--- src/memPkg.sv ---
package memPkg;

    // request address width, wider than the RAM so addresses wrap
    localparam int addrWidth = 17;

    // number of bytes moved by one access
    typedef enum logic [1:0] {
        sizeByte = 2'd0,
        sizeHalf = 2'd1,
        sizeWord = 2'd2
    } accessSize_e;

    typedef struct packed {
        logic                 valid;
        logic [addrWidth-1:0] addr;
    } fetchReq_t;

    typedef struct packed {
        logic        done;
        logic [31:0] inst;
    } fetchRsp_t;

    typedef struct packed {
        logic                 valid;
        logic                 write;
        accessSize_e          size;
        logic [addrWidth-1:0] addr;
        logic [31:0]          wdata;
    } dataReq_t;

    typedef struct packed {
        logic        done;
        logic [31:0] rdata;
    } dataRsp_t;

    // one byte access on the RAM side
    typedef struct packed {
        logic                 en;
        logic                 write;
        logic [addrWidth-1:0] addr;
        logic [7:0]           wdata;
    } ramReq_t;

endpackage

--- src/beatCounter.sv ---
module beatCounter (
    input  logic                clk,
    input  logic                rst,
    input  logic                start,
    input  logic                beatEn,
    input  memPkg::accessSize_e size,
    output logic [2:0]          beat,
    output logic                lastIssue
);

    logic [2:0] byteCount;

    always_ff @(posedge clk) begin
        if (rst) begin
            beat <= 3'd0;
        end else if (start) begin
            beat <= 3'd0;
        end else if (beatEn) begin
            beat <= beat + 3'd1;
        end
    end

    // bytes per access
    always_comb begin
        case (size)
            memPkg::sizeByte: byteCount = 3'd1;
            memPkg::sizeHalf: byteCount = 3'd2;
            default:          byteCount = 3'd4;
        endcase
    end

    assign lastIssue = (beat + 3'd1) == byteCount;

endmodule

--- config.mk ---
export PLATFORM = sky130hd
export DESIGN_NAME = beatCounter
export DESIGN_NICKNAME = d
export VERILOG_FILES = /design/src/memPkg.sv /design/src/beatCounter.sv
export SDC_FILE = /design/constraint.sdc
export NUM_CORES = 1
export LEC_CHECK = 0
export BUFFER_PORTS_ARGS = -buffer_cell sky130_fd_sc_hd__buf_2
export CORE_AREA = 2 2 39 41
export CTS_BUF_LIST = sky130_fd_sc_hd__clkbuf_8
export DETAILED_ROUTE_END_ITERATION = 12
export DIE_AREA = 0 0 41 43
export GPL_ROUTABILITY_DRIVEN = 0
export SYNTH_ARGS = -nofsm -noshare
export SYNTH_HDL_FRONTEND = slang
export SYNTH_SLANG_ARGS = --single-unit
--- constraint.sdc ---
create_clock -name clk -period 1.65 [get_ports clk]
set_input_delay 0.0825 -clock clk [delete_from_list [all_inputs] [get_ports clk]]
set_output_delay 0.0825 -clock clk [all_outputs]
set_load 0.05 [all_outputs]
==> flow_summary.yaml <==
synth:
  per_instance_average_area_after_synthesis_um2: 9.38
  post_synth_main_area_contributors: "dfxtp_1 (36%), mux2i_1 (12%), xnor2_1 (10%), nor3_1 (8.9%), ha_1 (7.4%)"
  syn_area_um2: 169
  yosys_register_bits: 3
  post_synth_top_area_cell: "dfxtp_1"
  ys_seq_area_share_pct: 35.6
  postSynthCellCount: 18
  synth.distinct_cells: 12
  ys.warnings.count: 0
  top_area_cell_type_share_of_the_netlist_area_pct: 35.6
  mappedNetlistNets: 25
pwr:
  power_per_cell_area_mw_per_mm2: 1000
  post-layout-total-power_mw: 0.329
  ir_worst_vdd_uv: 347
  leakage_nw: 0.136
final_layout:
  layout_top_registers: "beat: 3 flops"
  layout-drive-gt1-share_pct: 58.1
  leading_cell_type_in_the_layout_fill_and_taps_excluded: "buf_2"
  final_net_count: 39
  num_antenna_cells: 0
  area_growth_syn_to_layout_pct: 94.1
  top_register: "beat"
  number_of_flip_flops_under_the_largest_register_name: 3
  layout.cells.most_common_list: "buf_2 (8), nor3_1 (3), clkbuf_8 (3)"
sta:
  timing.max_slew.rel_slack_pct: 84.1
  setup_tns_ps: 0
  report.final.hold_viol_count: 0
  fin_crit_sh_pct: 93.3
  setup_viol: 0
  tightest_slew_ps: 237
  clock.fmax_mhz: 649
  finalMaxSlewViolations: 0
  finalClockSkew_ps: 0.596
  rsz0062_at_grt: "no"
  period_minus_slack_ps: 1540
setup_path:
  worst_path_dominant_cell_family: "flip-flops"
  worstSetupEndpointType: "output port"
  worst-endpoint-required_ps: 1570
  crit_chain: "ha_4 -> and3b_1 -> mux2i_2 -> o21ai_4 -> buf_6"
  critPathSlowestCell: "dfxtp_2"
  worst-path-max-fanout: 6
  worst_path_largest_cell_delay_ps: 350
  cp_num_buf_inv: 1
  worst_ep_arrival_time_ps: 1460
  setup.worst_path.class: "reg2out"
  crit_path_start_kind: "register"
floorplanning:
  die_y_um: 43
  die_area_mm2: 0.00176
  initial_core_util_pct: 12.2
  io_pins: 10
  coreArea_mm2: 0.00138
  total_number_of_placement_rows: 14
  dieWidth_um: 41
clock_tree:
  numCtsBuffers: 3
  clock_sink_count: 3
  tritoncts: "built"
  clkTransAtPathRegs_ps: 30
  cts-hold-fix-buffers: 0
  clock_buffer_depth: 2
  htreeDepth: 1
  cts_root_buffer: "clkbuf_8"
  cts_setup_buffers: 0
  clkLatencyLatePin_ps: 210
min_path:
  hold_path.class: "in2reg"
global_routing:
  antenna_found_initial: 0
  grt_pass1_wl_um: 586
  grt_overflow_total: 0
  first_global_vias: 163
  grt_max_degree: 7
  grt_util_all_layers_pct: 5.52
detailed_routing:
  post_drt_via_cell_ratio: 3.68
  num_vias: 173
  detail_route.wl_per_cell_um: 8.47
  drt_first_pass_iters: 3
  dr.first_iter.drc_count: 2
  ant_nets: 0
  remaining_drc_errors: 0
  drt-total-wl_um: 398
status:
  status: "completed"
placed_design:
  buffer_ports.inserted: 9
run:
  drv.max_cap_violation_count: 0
==> final timing paths <==
kind	cells past startpoint	slack, ps	to	start
max reg2reg	4	710	beat[2]	beat[0]
max	5	110	lastIssue	beat[0]
min	2	60	beat[0]	rst
min reg2reg	2	580	beat[1]	beat[1]
==> cells in the mapped netlist, drive strengths merged <==
master and number:
nor4 1, nand3 1, nor3 3, o21ai 1, xnor2 2, mux2i 2, xor2 1, nand2b 1
dfxtp 3, and3b 1, ha 1, nand2 1
==> stage by stage <==
step	utilization, %	std cells	hold WS (ps)	worst slack (ps)	cell area [um2]
after CTS	22.1	47	52.8	26.2	305
after global routing	23.7	47	58.0	62.3	328
after global placement	17.8	43	277	132	246
final	23.7	47	55.1	110	328
after detailed placement	17.8	43	279	117	246
after floorplan	-	18	152	6.88	181
==> routing by layer <==
layer | share of wire, % | GRT usage (%) | up-vias
li1 | - | - | 91
met1 | 39 | 5.45 | 77
met2 | 52 | 7.19 | 5
met3 | 8.5 | 3.14 | 0
met4 | 0 | 6.00 | 0
met5 | 0 | 0 | -
==> timing repair <==
| item | in CTS | in global routing |
|---|---|---|
| resized for setup | 3 | 3 |
| pin swaps | 1 | 0 |
| setup endpoints to repair | 1 | 1 |
==> cell type report <==
class	instances	area, um2
fill	157	1060
multi-input combinational	15	150
sequential	3	61.3
timing repair buffer	9	51.3
clock buffer	3	41.3
tap	16	20.0
clock inverter	1	3.75
==> cells by family after synthesis <==
family / share of synthesized area, %
and+or+nand+nor: 26.7
DFF: 35.6
adders and majority gates: 7.41
AOI/OAI and AO/OA: 2.96
muxes: 11.9
xor gates and xnor gates: 15.6
==> worst register-to-register path, cell delays in order, from the launching register on <==
cell and delay [ps]:
dfxtp_2 390, ha_4 170, nand2_1 60, xor2_1 140, nor3_1 110
==> power breakdown <==
| group | leakage [nW] | switching, mW | internal, mW |
|---|---|---|---|
| sequential | 0.0247 | 0.00324 | 0.0752 |
| combinational | 0.0848 | 0.0262 | 0.0196 |
| clock | 0.0269 | 0.0464 | 0.158 |
Power figures use the tool's default switching activity.
