[src/memPkg.sv]
package memPkg;

    // request address width, wider than the RAM so addresses wrap
    localparam int addrWidth = 17;

    // number of bytes moved by one access
    typedef enum logic [1:0] {
        sizeByte = 2'd0,
        sizeHalf = 2'd1,
        sizeWord = 2'd2
    } accessSize_e;

    typedef struct packed {
        logic                 valid;
        logic [addrWidth-1:0] addr;
    } fetchReq_t;

    typedef struct packed {
        logic        done;
        logic [31:0] inst;
    } fetchRsp_t;

    typedef struct packed {
        logic                 valid;
        logic                 write;
        accessSize_e          size;
        logic [addrWidth-1:0] addr;
        logic [31:0]          wdata;
    } dataReq_t;

    typedef struct packed {
        logic        done;
        logic [31:0] rdata;
    } dataRsp_t;

    // one byte access on the RAM side
    typedef struct packed {
        logic                 en;
        logic                 write;
        logic [addrWidth-1:0] addr;
        logic [7:0]           wdata;
    } ramReq_t;

endpackage

[src/loadAssembler.sv]
module loadAssembler (
    input  logic                clk,
    input  logic                rst,
    input  logic                hold,
    input  logic                start,
    input  logic                capture,
    input  memPkg::accessSize_e size,
    input  logic [7:0]          rdByte,
    output logic [31:0]         word
);

    logic [31:0] shiftReg;

    // bytes enter at the top and move down, so the first byte ends lowest
    always_ff @(posedge clk) begin
        if (rst) begin
            shiftReg <= 32'd0;
        end else if (!hold) begin
            if (start) begin
                shiftReg <= 32'd0;
            end else if (capture) begin
                shiftReg <= {rdByte, shiftReg[31:8]};
            end
        end
    end

    // align to lane 0 and zero the unused upper lanes
    always_comb begin
        case (size)
            memPkg::sizeByte: word = {24'd0, shiftReg[31:24]};
            memPkg::sizeHalf: word = {16'd0, shiftReg[31:16]};
            default:          word = shiftReg;
        endcase
    end

endmodule

[config.mk]
export PLATFORM = sky130hd
export DESIGN_NAME = loadAssembler
export DESIGN_NICKNAME = d
export VERILOG_FILES = /design/src/memPkg.sv /design/src/loadAssembler.sv
export SDC_FILE = /design/constraint.sdc
export NUM_CORES = 1
export LEC_CHECK = 0
export ABC_CLOCK_PERIOD_IN_PS = 1000
export BUFFER_PORTS_ARGS = -buffer_cell sky130_fd_sc_hd__buf_2
export CORE_MARGIN = 1
export CORE_UTILIZATION = 46
export DETAILED_ROUTE_END_ITERATION = 16
export PLACE_DENSITY_LB_ADDON = 0.3
export SLEW_MARGIN = 20
export SYNTH_ARGS = -nofsm -noshare
export SYNTH_HDL_FRONTEND = slang
export SYNTH_SLANG_ARGS = --single-unit
[constraint.sdc]
create_clock -name clk -period 1 [get_ports clk]
set_input_delay 0.15 -clock clk [delete_from_list [all_inputs] [get_ports clk]]
set_output_delay 0.15 -clock clk [all_outputs]
set_load 0.005 [all_outputs]
==> summary.md <==
| Metric | Value |
|---|---|
| Status | complete, but fails checks |
| Failing checks | setup timing |
| Clock sinks | 32 |
| Final nets | 253 |
| Via density per instance | 5.02 |
| DR WL/cell | 11.5 um |
| Initial antenna violation count | 0 |
| Finished Layout Cells | 285 |
| Crit start category | flip-flop |
| PwrDens | 1090 mW/mm^2 |
| Fin worst setup slack | -0.175 ns |
| # IOs | 47 |
| Hold Crit Class | input pin to flip-flop |
| Row Count | 21 |
| Placed insts | 271 |
| CP Data Required Time | 0.85 ns |
| Worst Min Path Start | rdByte[6] |
| Yosys warnings | 0 |
| Comb power frac | 11.8% |
| Leak | 0.000888 uW |
| Fin. Hold Viols | 0 |
| Worst Path Max Fanout | 4 |
| Global-route wire length before repair | 4690 um |
| DPL Wire Length | 2100 um |
| DR pass1 iterations | 4 |
| Syn_nets | 203 |
| P&R area growth vs syn | 32.9% |
| Sequential share of the synthesized area | 40.0% |
| Root buf cell | clkbuf_4 |
| Initial drt markers | 35 |
| Most common cell after layout, fill and taps aside | buf_2 |
| Routed WL | 3280 um |
| Deepest clock path buffer count | 2 |
| H-tree levels | 2 |
| Slew HR | 84.6% |
| Mapped Cells | 188 |
| Full die area | 0.00372 mm^2 |
| Final Cycle Share | 117% |
| Clk slew on worst S/H paths | 0.10 ns |
| Avg Inst Size Synth | 8.53 um^2 |
| Skew-Pair Late Insertion Delay | 0.34 ns |
| Max Cap Viol | 0 |
| Setup slack at placement | -0.155 ns |
| Cell area after synthesis | 0.00160 mm^2 |
| ANT cells | 0 |
| Max reg flops | 32 |
| Largest net degree at the start of global routing | 41 |
| Residual DRC count | 0 |
| Clk network pwr share | 32.6% |
| Final ANT Viol Nets | 0 |
| Vias in the first global route | 1114 |
| Total CTS buffers | 5 |
| Total gr overflow | 0 |
| Initial Util | 48.0% |
| Vias post-DR | 1431 |
| CTS tree | yes |
| Gp weighted congestion | 0.710 |
| Port-buffer cells | 46 |
| Sw frac | 24.8% |
| Max Slew Vio Count | 0 |
| Worst setup EP type | output port |
| Die extent in y | 61.0 um |
| Hold Buf Count CTS | 0 |
| Net Switching | 579 uW |
| Setup Skew | 0.00899 ns |
| R2R cell count | 3 |
| Final setup viols | 32 |
| Cell variety after synth | 18 |
| Sequential power share | 55.6% |
| Die Wd | 61.0 um |
| Biggest register | shiftReg |
| Total Routing Usage GR | 17.3% |
| RR Endpoint | shiftReg[22] |
| Final worst path period need | 1.17 ns |
| Hold Path Cell Cnt | 3 |
| Synth Register Bits | 32 |
| Fmax | 0.851 GHz |
| Largest regs | shiftReg: 32 flops |
| Int Pwr | 1750 uW |
| Area of the core | 0.00334 mm^2 |
| Share of post-route cells with drive strength above 1 | 42.7% |
| RSZ-0062 raised after global routing | yes |
| Worst Setup Path Type | flip-flop to output port |
| Hold Path End | shiftReg[30] |
| Flop-to-flop setup slack | 0.23 ns |
| Reg2reg start | shiftReg[30] |
| Commonest cells after routing, fill and taps aside | buf_2, nand2_1, nand2b_1, o22ai_1 |
| Maximum vdd drop | 0.765 mV |
| CP arrival | 1.02 ns |
| Slew at the pin closest to its max-slew limit | 0.231 ns |
layer usage:
layer | up-vias | global-route usage [%] | wire [um]
met2 | 35 | 27.3 | 1470
li1 | 743 | - | -
met1 | 646 | 20.8 | 1630
met3 | 7 | 4.41 | 113
met5 | - | 0 | 0
met4 | 0 | 11.4 | 62
repair_timing:
| item | CTS | global route |
|---|---|---|
| endpoints found under the setup margin | 32 | 32 |
| pin swaps | 1 | 1 |
| gates resized for setup | 36 | 16 |
| buffers inserted | 2 | 4 |
kinds of logic (layout without fill, tap and decap cells):
group,after synthesis,count (layout),share of synthesized area (%)
AND/OR/NAND/NOR,66,66,22.5
multiplexers,8,8,5.00
flip-flops,32,32,40.0
AO/OA/AOI/OAI,49,49,23.3
buffers and inverters,33,84,9.29
how the worst max path moves through the flow:
stage	start	to	slack [ns]	cells after the start
after floorplan	start	shiftReg[25]	-0.04	4
after global placement	start	shiftReg[26]	-0.14	4
after detailed placement	start	shiftReg[29]	-0.15	4
after CTS	shiftReg[31]	word[7]	-0.17	3
after global routing	shiftReg[25]	word[1]	-0.24	3
final	shiftReg[30]	word[6]	-0.17	3
layout make-up:
cell class | count | area (um^2)
flip-flops and latches | 32 | 661
repair buffers | 61 | 455
clock inverters | 2 | 10.0
clock buffers | 6 | 51.3
fillers | 299 | 1210
inverters | 15 | 56.3
multi-input cells | 123 | 838
well taps | 46 | 57.6
worst max-delay path, cell delays in order (launching register included):
cell and delay (ns):
dfxtp_2 0.37, mux2i_1 0.07, o21ai_1 0.12, buf_2 0.13
power groups by stage:
stage          Clock [uW]  Sequential [uW]  Combinational (uW)
3_5_place_dp            0             1320                 259
5_1_grt               843             1300                 296
2_1_floorplan           0             1320                 162
4_1_cts               783             1290                 267
6_report              761             1300                 274
3_3_place_gp            0             1320                 258
Yosys cell counts (all sizes together):
cell / n / share of area (%)
buf: 9 / 3.7
nand2: 24 / 5.6
nand2b: 24 / 9.4
o21ba: 1 / 0.62
dfxtp: 32 / 40
or3b: 1 / 0.55
inv: 15 / 3.5
mux2i: 8 / 5.0
o21ai: 16 / 5.0
o32ai: 15 / 11
clkbuf: 9 / 2.1
and2: 16 / 6.2
o22ai: 17 / 6.6
or4bb: 1 / 0.70
metrics by stage:
step | instance area, um^2 | TNS [ns] | util, % | power, uW | hold slack, ns
6_report | 2130 | -2.99 | 63.8 | 2330 | 0.0796
3_3_place_gp | 1920 | -2.78 | 57.4 | 1580 | 0.433
5_1_grt | 2130 | -4.88 | 63.8 | 2440 | 0.0682
3_5_place_dp | 1920 | -3.24 | 57.4 | 1580 | 0.433
4_1_cts | 2030 | -3.50 | 60.8 | 2350 | 0.0703
2_1_floorplan | 1600 | -0.259 | - | 1480 | 0.307
Power figures use the tool's default switching activity.
