`config.mk`:
```
export PLATFORM = sky130hd
export DESIGN_NAME = memArbiter
export DESIGN_NICKNAME = d
export VERILOG_FILES = /design/src/memPkg.sv /design/src/memArbiter.sv
export SDC_FILE = /design/constraint.sdc
export NUM_CORES = 1
export LEC_CHECK = 0
export CAP_MARGIN = 20
export CORE_MARGIN = 8
export CORE_UTILIZATION = 50
export DETAILED_ROUTE_END_ITERATION = 10
export DONT_BUFFER_PORTS = 1
export GPL_TIMING_DRIVEN = 0
export PLACE_DENSITY = 0.68
export REMOVE_ABC_BUFFERS = 1
export SYNTH_ARGS = -nofsm -noshare
export SYNTH_HDL_FRONTEND = slang
export SYNTH_SLANG_ARGS = --single-unit
```
`constraint.sdc`:
```
create_clock -name clk -period 8.4 [get_ports clk]
set_clock_uncertainty 0.05 [all_clocks]
set_input_delay 0.84 -clock clk [delete_from_list [all_inputs] [get_ports clk]]
set_output_delay 0.84 -clock clk [all_outputs]
set_load 0.01 [all_outputs]
```
`src/memPkg.sv`:
```
package memPkg;

    // request address width, wider than the RAM so addresses wrap
    localparam int addrWidth = 17;

    // number of bytes moved by one access
    typedef enum logic [1:0] {
        sizeByte = 2'd0,
        sizeHalf = 2'd1,
        sizeWord = 2'd2
    } accessSize_e;

    typedef struct packed {
        logic                 valid;
        logic [addrWidth-1:0] addr;
    } fetchReq_t;

    typedef struct packed {
        logic        done;
        logic [31:0] inst;
    } fetchRsp_t;

    typedef struct packed {
        logic                 valid;
        logic                 write;
        accessSize_e          size;
        logic [addrWidth-1:0] addr;
        logic [31:0]          wdata;
    } dataReq_t;

    typedef struct packed {
        logic        done;
        logic [31:0] rdata;
    } dataRsp_t;

    // one byte access on the RAM side
    typedef struct packed {
        logic                 en;
        logic                 write;
        logic [addrWidth-1:0] addr;
        logic [7:0]           wdata;
    } ramReq_t;

endpackage

```
`src/memArbiter.sv`:
```
module memArbiter (
    input  logic                clk,
    input  logic                rst,
    input  logic                hold,
    input  memPkg::fetchReq_t   fetchReq,
    input  memPkg::dataReq_t    dataReq,
    input  logic [2:0]          beat,
    input  logic                lastIssue,
    input  logic [7:0]          wrByte,
    output logic                start,
    output logic                beatEn,
    output memPkg::accessSize_e size,
    output logic                capture,
    output memPkg::ramReq_t     ramReq,
    output logic                fetchDone,
    output logic                dataDone
);

    typedef enum logic [2:0] {
        idle,
        issueFetch,
        issueLoad,
        issueStore,
        drain,
        respond
    } state_e;

    state_e                       state;
    state_e                       stateNext;
    logic                         servedFetch;
    logic [memPkg::addrWidth-1:0] addrQ;
    memPkg::accessSize_e          sizeQ;
    logic                         captureQ;
    logic [memPkg::addrWidth-1:0] baseAddr;
    logic                         issuing;

    // data port has priority over fetch
    always_comb begin
        if (state == idle) begin
            baseAddr = dataReq.valid ? dataReq.addr : fetchReq.addr;
            size     = dataReq.valid ? dataReq.size : memPkg::sizeWord;
            issuing  = dataReq.valid || fetchReq.valid;
        end else begin
            baseAddr = addrQ;
            size     = sizeQ;
            issuing  = (state == issueFetch) || (state == issueLoad) ||
                       (state == issueStore);
        end
    end

    always_comb begin
        ramReq.en    = issuing;
        ramReq.write = (state == idle) ? (dataReq.valid && dataReq.write)
                                       : (state == issueStore);
        ramReq.addr  = baseAddr + memPkg::addrWidth'(beat);
        ramReq.wdata = wrByte;
    end

    always_comb begin
        stateNext = state;
        case (state)
            idle: begin
                if (dataReq.valid) begin
                    if (lastIssue) begin
                        stateNext = dataReq.write ? respond : drain;
                    end else begin
                        stateNext = dataReq.write ? issueStore : issueLoad;
                    end
                end else if (fetchReq.valid) begin
                    stateNext = issueFetch;
                end
            end
            issueFetch, issueLoad: begin
                if (lastIssue) begin
                    stateNext = drain;
                end
            end
            issueStore: begin
                if (lastIssue) begin
                    stateNext = respond;
                end
            end
            // final read byte lands this cycle
            drain:   stateNext = respond;
            respond: stateNext = idle;
            default: stateNext = idle;
        endcase
    end

    always_ff @(posedge clk) begin
        if (rst) begin
            state       <= idle;
            servedFetch <= 1'b0;
            captureQ    <= 1'b0;
        end else if (!hold) begin
            state    <= stateNext;
            captureQ <= ramReq.en && !ramReq.write;
            if (state == idle && issuing) begin
                servedFetch <= !dataReq.valid;
            end
        end
    end

    always_ff @(posedge clk) begin
        if (!hold && state == idle && issuing) begin
            addrQ <= baseAddr;
            sizeQ <= size;
        end
    end

    assign beatEn    = ramReq.en && !hold;
    assign start     = (state == respond) && !hold;
    assign capture   = captureQ;
    assign fetchDone = start && servedFetch;
    assign dataDone  = start && !servedFetch;

endmodule

```
==> impl_metrics.py, run 1 <==
metrics = {
    "grt": {
        "grt_usage_pct": 14.76,
        "antenna_found_initial": 0,
        "grt_pass1_vias": 1341,
        "overflow": 0,
        "grt_pass1_wl_um": 7182,
        "grt_max_degree": 28,
    },
    "synth": {
        "yosysTopAreaCell": "edfxtp_1",
        "seq_area_frac_synth_pct": 36.44,
        "mappedNetlistArea_um2": 1841,
        "synthTopCellsByArea": "edfxtp_1 (31%), mux2i_1 (9.2%), xnor2_1 (6.2%)",
        "syn_area_per_cell_um2": 9.390,
        "synth_top_cell_area_share_pct": 31.00,
        "yosys_warnings": 0,
        "ys_types": 40,
        "synthCells": 196,
        "ys_seq_elements": 24,
    },
    "floorplanning": {
        "die_x_um": 76.67,
        "ios": 120,
        "die_h_um": 76.67,
        "core_um2": 3606,
        "dieArea_um2": 5878,
        "initial_utilization_pct": 51.04,
        "rows": 22,
    },
    "clocking": {
        "htree_num_levels": 1,
        "root_buffer": "clkbuf_8",
        "numCtsBuffers": 3,
        "path_clk_slew_ns": 0.08,
        "cts_tree": "built",
        "cts.path.max_buffers": 2,
        "cts_hold_buffers": 0,
        "cts_resized": 0,
        "postCtsSetupRepairBufs": 0,
        "clkLatencyLatePin_ns": 0.26,
        "cts.sinks": 24,
    },
    "routing": {
        "drtAntennaViolNets": 0,
        "drc": 0,
        "totalWireLength_um": 4483,
        "first_pass_iters": 5,
        "dr_total_vias": 1349,
        "drt_iter0_drc": 89,
        "routedWlPerCell_um": 19.58,
        "vias_per_cell": 5.891,
    },
    "worst_setup_path": {
        "cp.arrival_ns": 3.56,
        "setup.worst_path.start_class": "flip-flop",
        "cp_cell_sequence": "or3_1 -> o21ai_0 -> ha_1 -> inv_1 -> fa_1 -> inv_1 -> a21oi_1 -> nor4_4 -> nand3_1 -> xnor2_1",
        "cp_slowest_cell": "or3_1",
        "crit_top_cell": "inv_1",
        "regToRegSetupSlack_ns": 5.80,
        "setup.worst_path.start": "state[2]",
        "max_stage_delay_ns": 0.76,
        "cp_num_buf_inv": 2,
        "r2r-start": "state[2]",
        "crit_required_ns": 7.51,
        "end_kind": "output pin",
        "path_class": "flip-flop to output pin",
        "rr_worst_depth": 3,
        "cpLargestDelayFamily": "simple AND/OR/NAND/NOR gates",
        "reg2reg_to": "addrQ[10]",
        "crit_path_max_fanout": 25,
    },
    "finish": {
        "syn2layout_area_growth_pct": -0.4757,
        "final_area_um2": 1832,
        "final_cell_mix": "nand2_1 (23), edfxtp_1 (19), mux2i_1 (17), inv_1 (15), xnor2_1 (13)",
        "fin_nets": 272,
        "antennaDiodeCount": 0,
        "drive_gt1_share_pct": 10.50,
        "fillers": 342,
        "final_common_cell": "nand2_1",
    },
    "run": {
        "maxCapViolCount": 0,
    },
    "timing": {
        "report.final.slew_viol_count": 0,
        "worst_pin_slew_ns": 0.8173,
        "finalSetupViolCount": 0,
        "period_share_pct": 52.93,
        "fin_setup_tns_ns": 0,
        "fmax_ghz": 0.2249,
        "holdWs_ns": 0.4734,
        "period_needed_ns": 4.446,
        "finalHoldViolCount": 0,
        "slew_headroom_pct": 45.22,
        "rsz0062_at_grt": "no",
    },
    "hold_path": {
        "min_path_cells": 2,
        "min_to": "servedFetch",
        "min_path_type": "flip-flop to flip-flop",
        "min_from": "servedFetch",
    },
    "power_and_ir_drop": {
        "vdd_ir_drop_max_v": 0.00007401,
        "power_density_nw_per_um2": 189.1,
        "power_leakage_nw": 0.7010,
        "power_mw": 0.3464,
    },
    "placed_design": {
        "dpl.hpwl_um": 3508,
        "gp_congestion": 0.8010,
        "io_buffers": 0,
        "dpl_cell_area_um2": 1787,
    },
    "run_status": {
        "status": "finished clean",
    },
}
cells by family (layout without fill, tap and decap cells):
| group | after synthesis | after routing | synth area share [%] |
|---|---|---|---|
| DFF | 24 | 24 | 36.44 |
| muxes | 25 | 25 | 14.14 |
| xor gates and xnor gates | 15 | 15 | 7.138 |
| AOI/OAI and AO/OA | 31 | 31 | 11.42 |
| buffers and inverters | 35 | 20 | 10.13 |
| and+or+nand+nor | 62 | 62 | 17.61 |
| adders and majority gates | 4 | 4 | 3.127 |
layout make-up:
class	count	area, um2	share of cell area [%]
multi-input combinational	137	988.4	53.96
sequential	24	670.6	36.61
tap	48	60.06	3.279
inverter	15	56.30	3.074
clock buffer	4	45.04	2.459
timing repair buffer	1	11.26	0.6148
routing by layer:
metal	wire [um]	part of all wire, %	global-route usage, %
met1	1736	39	16.40
met2	2223	50	24.72
met3	505	11	7.459
met4	17	0.38	2.885
met5	0	0	0
metrics by stage:
step	setup WS, ns	instances	util (%)
finish	3.954	229	50.80
global route	3.633	229	50.80
CTS	3.888	229	50.80
detailed placement	4.179	225	49.55
global placement	4.264	224	49.10
floorplan	4.708	176	-
worst min-delay path: cells and delay by family (launching register included):
kind | cells | cell delay (ns)
simple gates | 1 | 0.10
compound gates | 1 | 0.06
flops | 1 | 0.33
synthesized netlist by cell type (all sizes together):
cell,n
nor4,3
o32ai,1
a21oi,8
or4b,1
buf,17
ha,3
nand2,23
o41a,1
a211oi,2
clkbuf,3
nor3,6
and2,1
o311ai,1
or3,1
nand4,4
nor2,9
o22ai,1
o21ai,13
a21bo,1
mux2i,17
xor2,2
and3,2
nand3,10
mux2,8
inv,15
o21bai,1
dfxtp,5
a21o,1
fa,1
nor4bb,1
a31oi,1
edfxtp,19
xnor2,13
and3b,1
where the power goes:
group / internal [mW] / total [mW] / switching [mW]
clock network: 0.0339 / 0.0702 / 0.0364
logic: 0.0427 / 0.122 / 0.0791
registers: 0.147 / 0.154 / 0.00757
sequential cells by signal, indices dropped and copies added (netlist names):
signal	count
servedFetch	1
sizeQ	2
state	3
addrQ	17
capture	1
worst max-delay path by stage:
stage,end,slack [ns],cells after the start
6_report,ramReq[18],3.95,10
5_1_grt,ramReq[24],3.63,10
3_3_place_gp,ramReq[22],4.26,10
4_1_cts,ramReq[24],3.89,10
3_5_place_dp,ramReq[24],4.18,10
2_1_floorplan,ramReq[22],4.71,10
Power figures use the tool's default switching activity.
==> inputs of run 2 (changes only) <==
--- a/config.mk
+++ b/config.mk
@@ -5,6 +5,7 @@
 export SDC_FILE = /design/constraint.sdc
 export NUM_CORES = 1
 export LEC_CHECK = 0
+export ABC_AREA = 1
 export CAP_MARGIN = 20
 export CORE_MARGIN = 8
 export CORE_UTILIZATION = 50
==> constraint.sdc (replaced) <==
create_clock -name clk -period 4.3 [get_ports clk]
set_clock_uncertainty 0.05 [all_clocks]
set_input_delay 0.43 -clock clk [delete_from_list [all_inputs] [get_ports clk]]
set_output_delay 0.43 -clock clk [all_outputs]
set_load 0.01 [all_outputs]
==> impl_metrics.py, run 2 <==
metrics = {
    "run_status": {
        "status": "finished clean",
    },
    "finish": {
        "top_register": "addrQ",
        "final_cell_mix": "nand2_1 (113), inv_1 (44), nor2_1 (25), edfxtp_1 (19)",
        "reg.largest.list": "addrQ: 17 flops, state: 3 flops, sizeQ: 2 flops",
        "final_area_um2": 2182,
        "multiInputGateArea_um2": 1179,
        "fin_nets": 393,
        "fillers": 433,
        "antennaDiodeCount": 0,
        "final_common_cell": "nand2_1",
        "ff_latch_area_um2": 670.6,
        "post-route-util_pct": 51.17,
        "final_cell_count_no_fill": 354,
        "drive_gt1_share_pct": 13.58,
        "syn2layout_area_growth_pct": 0.05723,
        "largest_reg_flops": 17,
    },
    "worst_setup_path": {
        "end_kind": "output pin",
        "max_stage_delay_ns": 0.67,
        "cp.arrival_ns": 3.39,
        "cp_cell_sequence": "inv_1 -> nand2_1 -> nor2_2 -> nor2_1 -> a31oi_1 -> ha_1 -> inv_1 -> fa_1 -> nor2_1 -> nor2_1 -> nand3b_4 -> inv_1 -> nand2_1 -> nor2_1 -> nand3_1 -> nand2_1",
        "crit_required_ns": 3.82,
        "crit_top_cell": "nor2_1",
        "path_class": "flip-flop to output pin",
        "crit_path_max_fanout": 21,
        "cp_slowest_cell": "nor2_2",
        "setup.worst_path.start_class": "flip-flop",
    },
    "timing": {
        "finalHoldViolCount": 0,
        "worst_pin_slew_ns": 0.8798,
        "rsz0062_at_grt": "no",
        "report.final.slew_viol_count": 0,
        "finalSetupViolCount": 0,
        "period_share_pct": 90.06,
        "holdWs_ns": 0.1593,
        "final.setup.worst_slack_ns": 0.4274,
        "fin_setup_tns_ns": 0,
        "fmax_ghz": 0.2582,
        "period_needed_ns": 3.873,
        "slew_headroom_pct": 41.28,
    },
    "clocking": {
        "htree_num_levels": 1,
        "root_buffer": "clkbuf_8",
        "postCtsSetupRepairBufs": 0,
        "clkLatencyLatePin_ns": 0.27,
        "cts_resized": 0,
        "path_clk_slew_ns": 0.09,
        "cts_hold_buffers": 0,
        "cts_tree": "built",
        "cts.sinks": 24,
        "cts.path.max_buffers": 2,
        "numCtsBuffers": 3,
    },
    "power_and_ir_drop": {
        "vdd_ir_drop_max_v": 0.0002143,
        "power_mw": 0.8387,
        "power_leakage_nw": 1.045,
        "power_density_nw_per_um2": 384.3,
    },
    "synth": {
        "yosys-top-cells-count": "nand2_1 (113), inv_1 (44), nor2_1 (25)",
        "synthCells": 314,
        "ys_seq_elements": 24,
        "ys.flop_type": "edfxtp_1",
        "mappedNetlistArea_um2": 2181,
        "syn_area_per_cell_um2": 6.945,
        "yosys_warnings": 0,
        "synth_edf_count": 19,
        "synth_top_cell_area_share_pct": 26.16,
        "async_flop_share_pct": 0,
        "synthTopCellsByArea": "edfxtp_1 (26%), nand2_1 (19%), inv_1 (7.6%)",
        "ys_types": 38,
        "yosysMostFrequentCell": "nand2_1",
        "seq_area_frac_synth_pct": 30.75,
        "yosysTopAreaCell": "edfxtp_1",
    },
    "routing": {
        "drc": 0,
        "totalWireLength_um": 5169,
        "vias_per_cell": 5.167,
        "drtAntennaViolNets": 0,
        "first_pass_iters": 5,
        "drt_iter0_drc": 101,
        "routedWlPerCell_um": 14.60,
        "dr_total_vias": 1829,
    },
    "placed_design": {
        "placedCellCount": 350,
        "gp_congestion": 0.8243,
        "dpl_cell_area_um2": 2116,
        "dpl.hpwl_um": 4062,
        "post-place-ws_ns": 0.7150,
        "io_buffers": 0,
    },
    "grt": {
        "antenna_found_initial": 0,
        "grt_max_degree": 38,
        "grt_pass1_vias": 1835,
        "grt_usage_pct": 16.22,
        "grt_pass1_wl_um": 8583,
        "overflow": 0,
    },
    "hold_path": {
        "min_path_type": "primary input to flip-flop",
    },
    "floorplanning": {
        "ios": 120,
        "die_x_um": 82.05,
        "initial_utilization_pct": 51.14,
        "dieArea_um2": 6731,
        "rows": 24,
        "core_um2": 4264,
        "die_h_um": 82.05,
    },
    "run": {
        "maxCapViolCount": 0,
    },
}
run 2: worst paths after layout:
kind | start | to | slack, ns | cells after the start
worst max-delay path | state[0] | ramReq[18] | 0.43 | 16
worst min-delay path | rst | state[1] | 0.16 | 1
worst max register to register | state[1] | addrQ[3] | 2.31 | 5
worst min register to register | servedFetch | servedFetch | 0.47 | 2
run 2: critical path: cells and delay by family, from the launching register on:
family,cells,cell delay [ns]
AOI/OAI and AO/OA,1,0.25
and+or+nand+nor,10,1.68
buffers and inverters,3,0.22
DFF,1,0.35
adders and majority gates,2,0.60
run 2: cells by family (layout without fill, tap and decap cells):
kind of cell / count (synthesis) / count (layout) / share of synthesized area (%)
muxes: 1 / 1 / 0.4590
DFF: 24 / 24 / 30.75
xor gates and xnor gates: 8 / 8 / 3.213
and+or+nand+nor: 180 / 180 / 37.92
buffers and inverters: 65 / 53 / 15.43
AOI/OAI and AO/OA: 32 / 32 / 9.581
adders and majority gates: 4 / 4 / 2.639
run 2: where the power goes:
part / total [mW] / switching, mW / internal [mW]
clock network: 0.184 / 0.0826 / 0.101
logic: 0.351 / 0.246 / 0.105
registers: 0.304 / 0.0144 / 0.289
run 2: final cells by class:
type                       instances  area share [%]
timing repair buffer               2           1.032
inverter                          47           8.200
clock buffer                       4           3.039
multi-input combinational        225           54.01
tap                               52           2.982
sequential                        24           30.73
run 2: metal layers:
layer | routed length (um) | share of wire [%] | vias to the layer above | global-route usage, %
li1 | - | - | 955 | -
met1 | 2282 | 44 | 795 | 19.21
met2 | 2318 | 45 | 73 | 26.20
met3 | 498 | 9.6 | 6 | 5.799
met4 | 70 | 1.4 | 0 | 6.316
met5 | 0 | 0 | - | 0
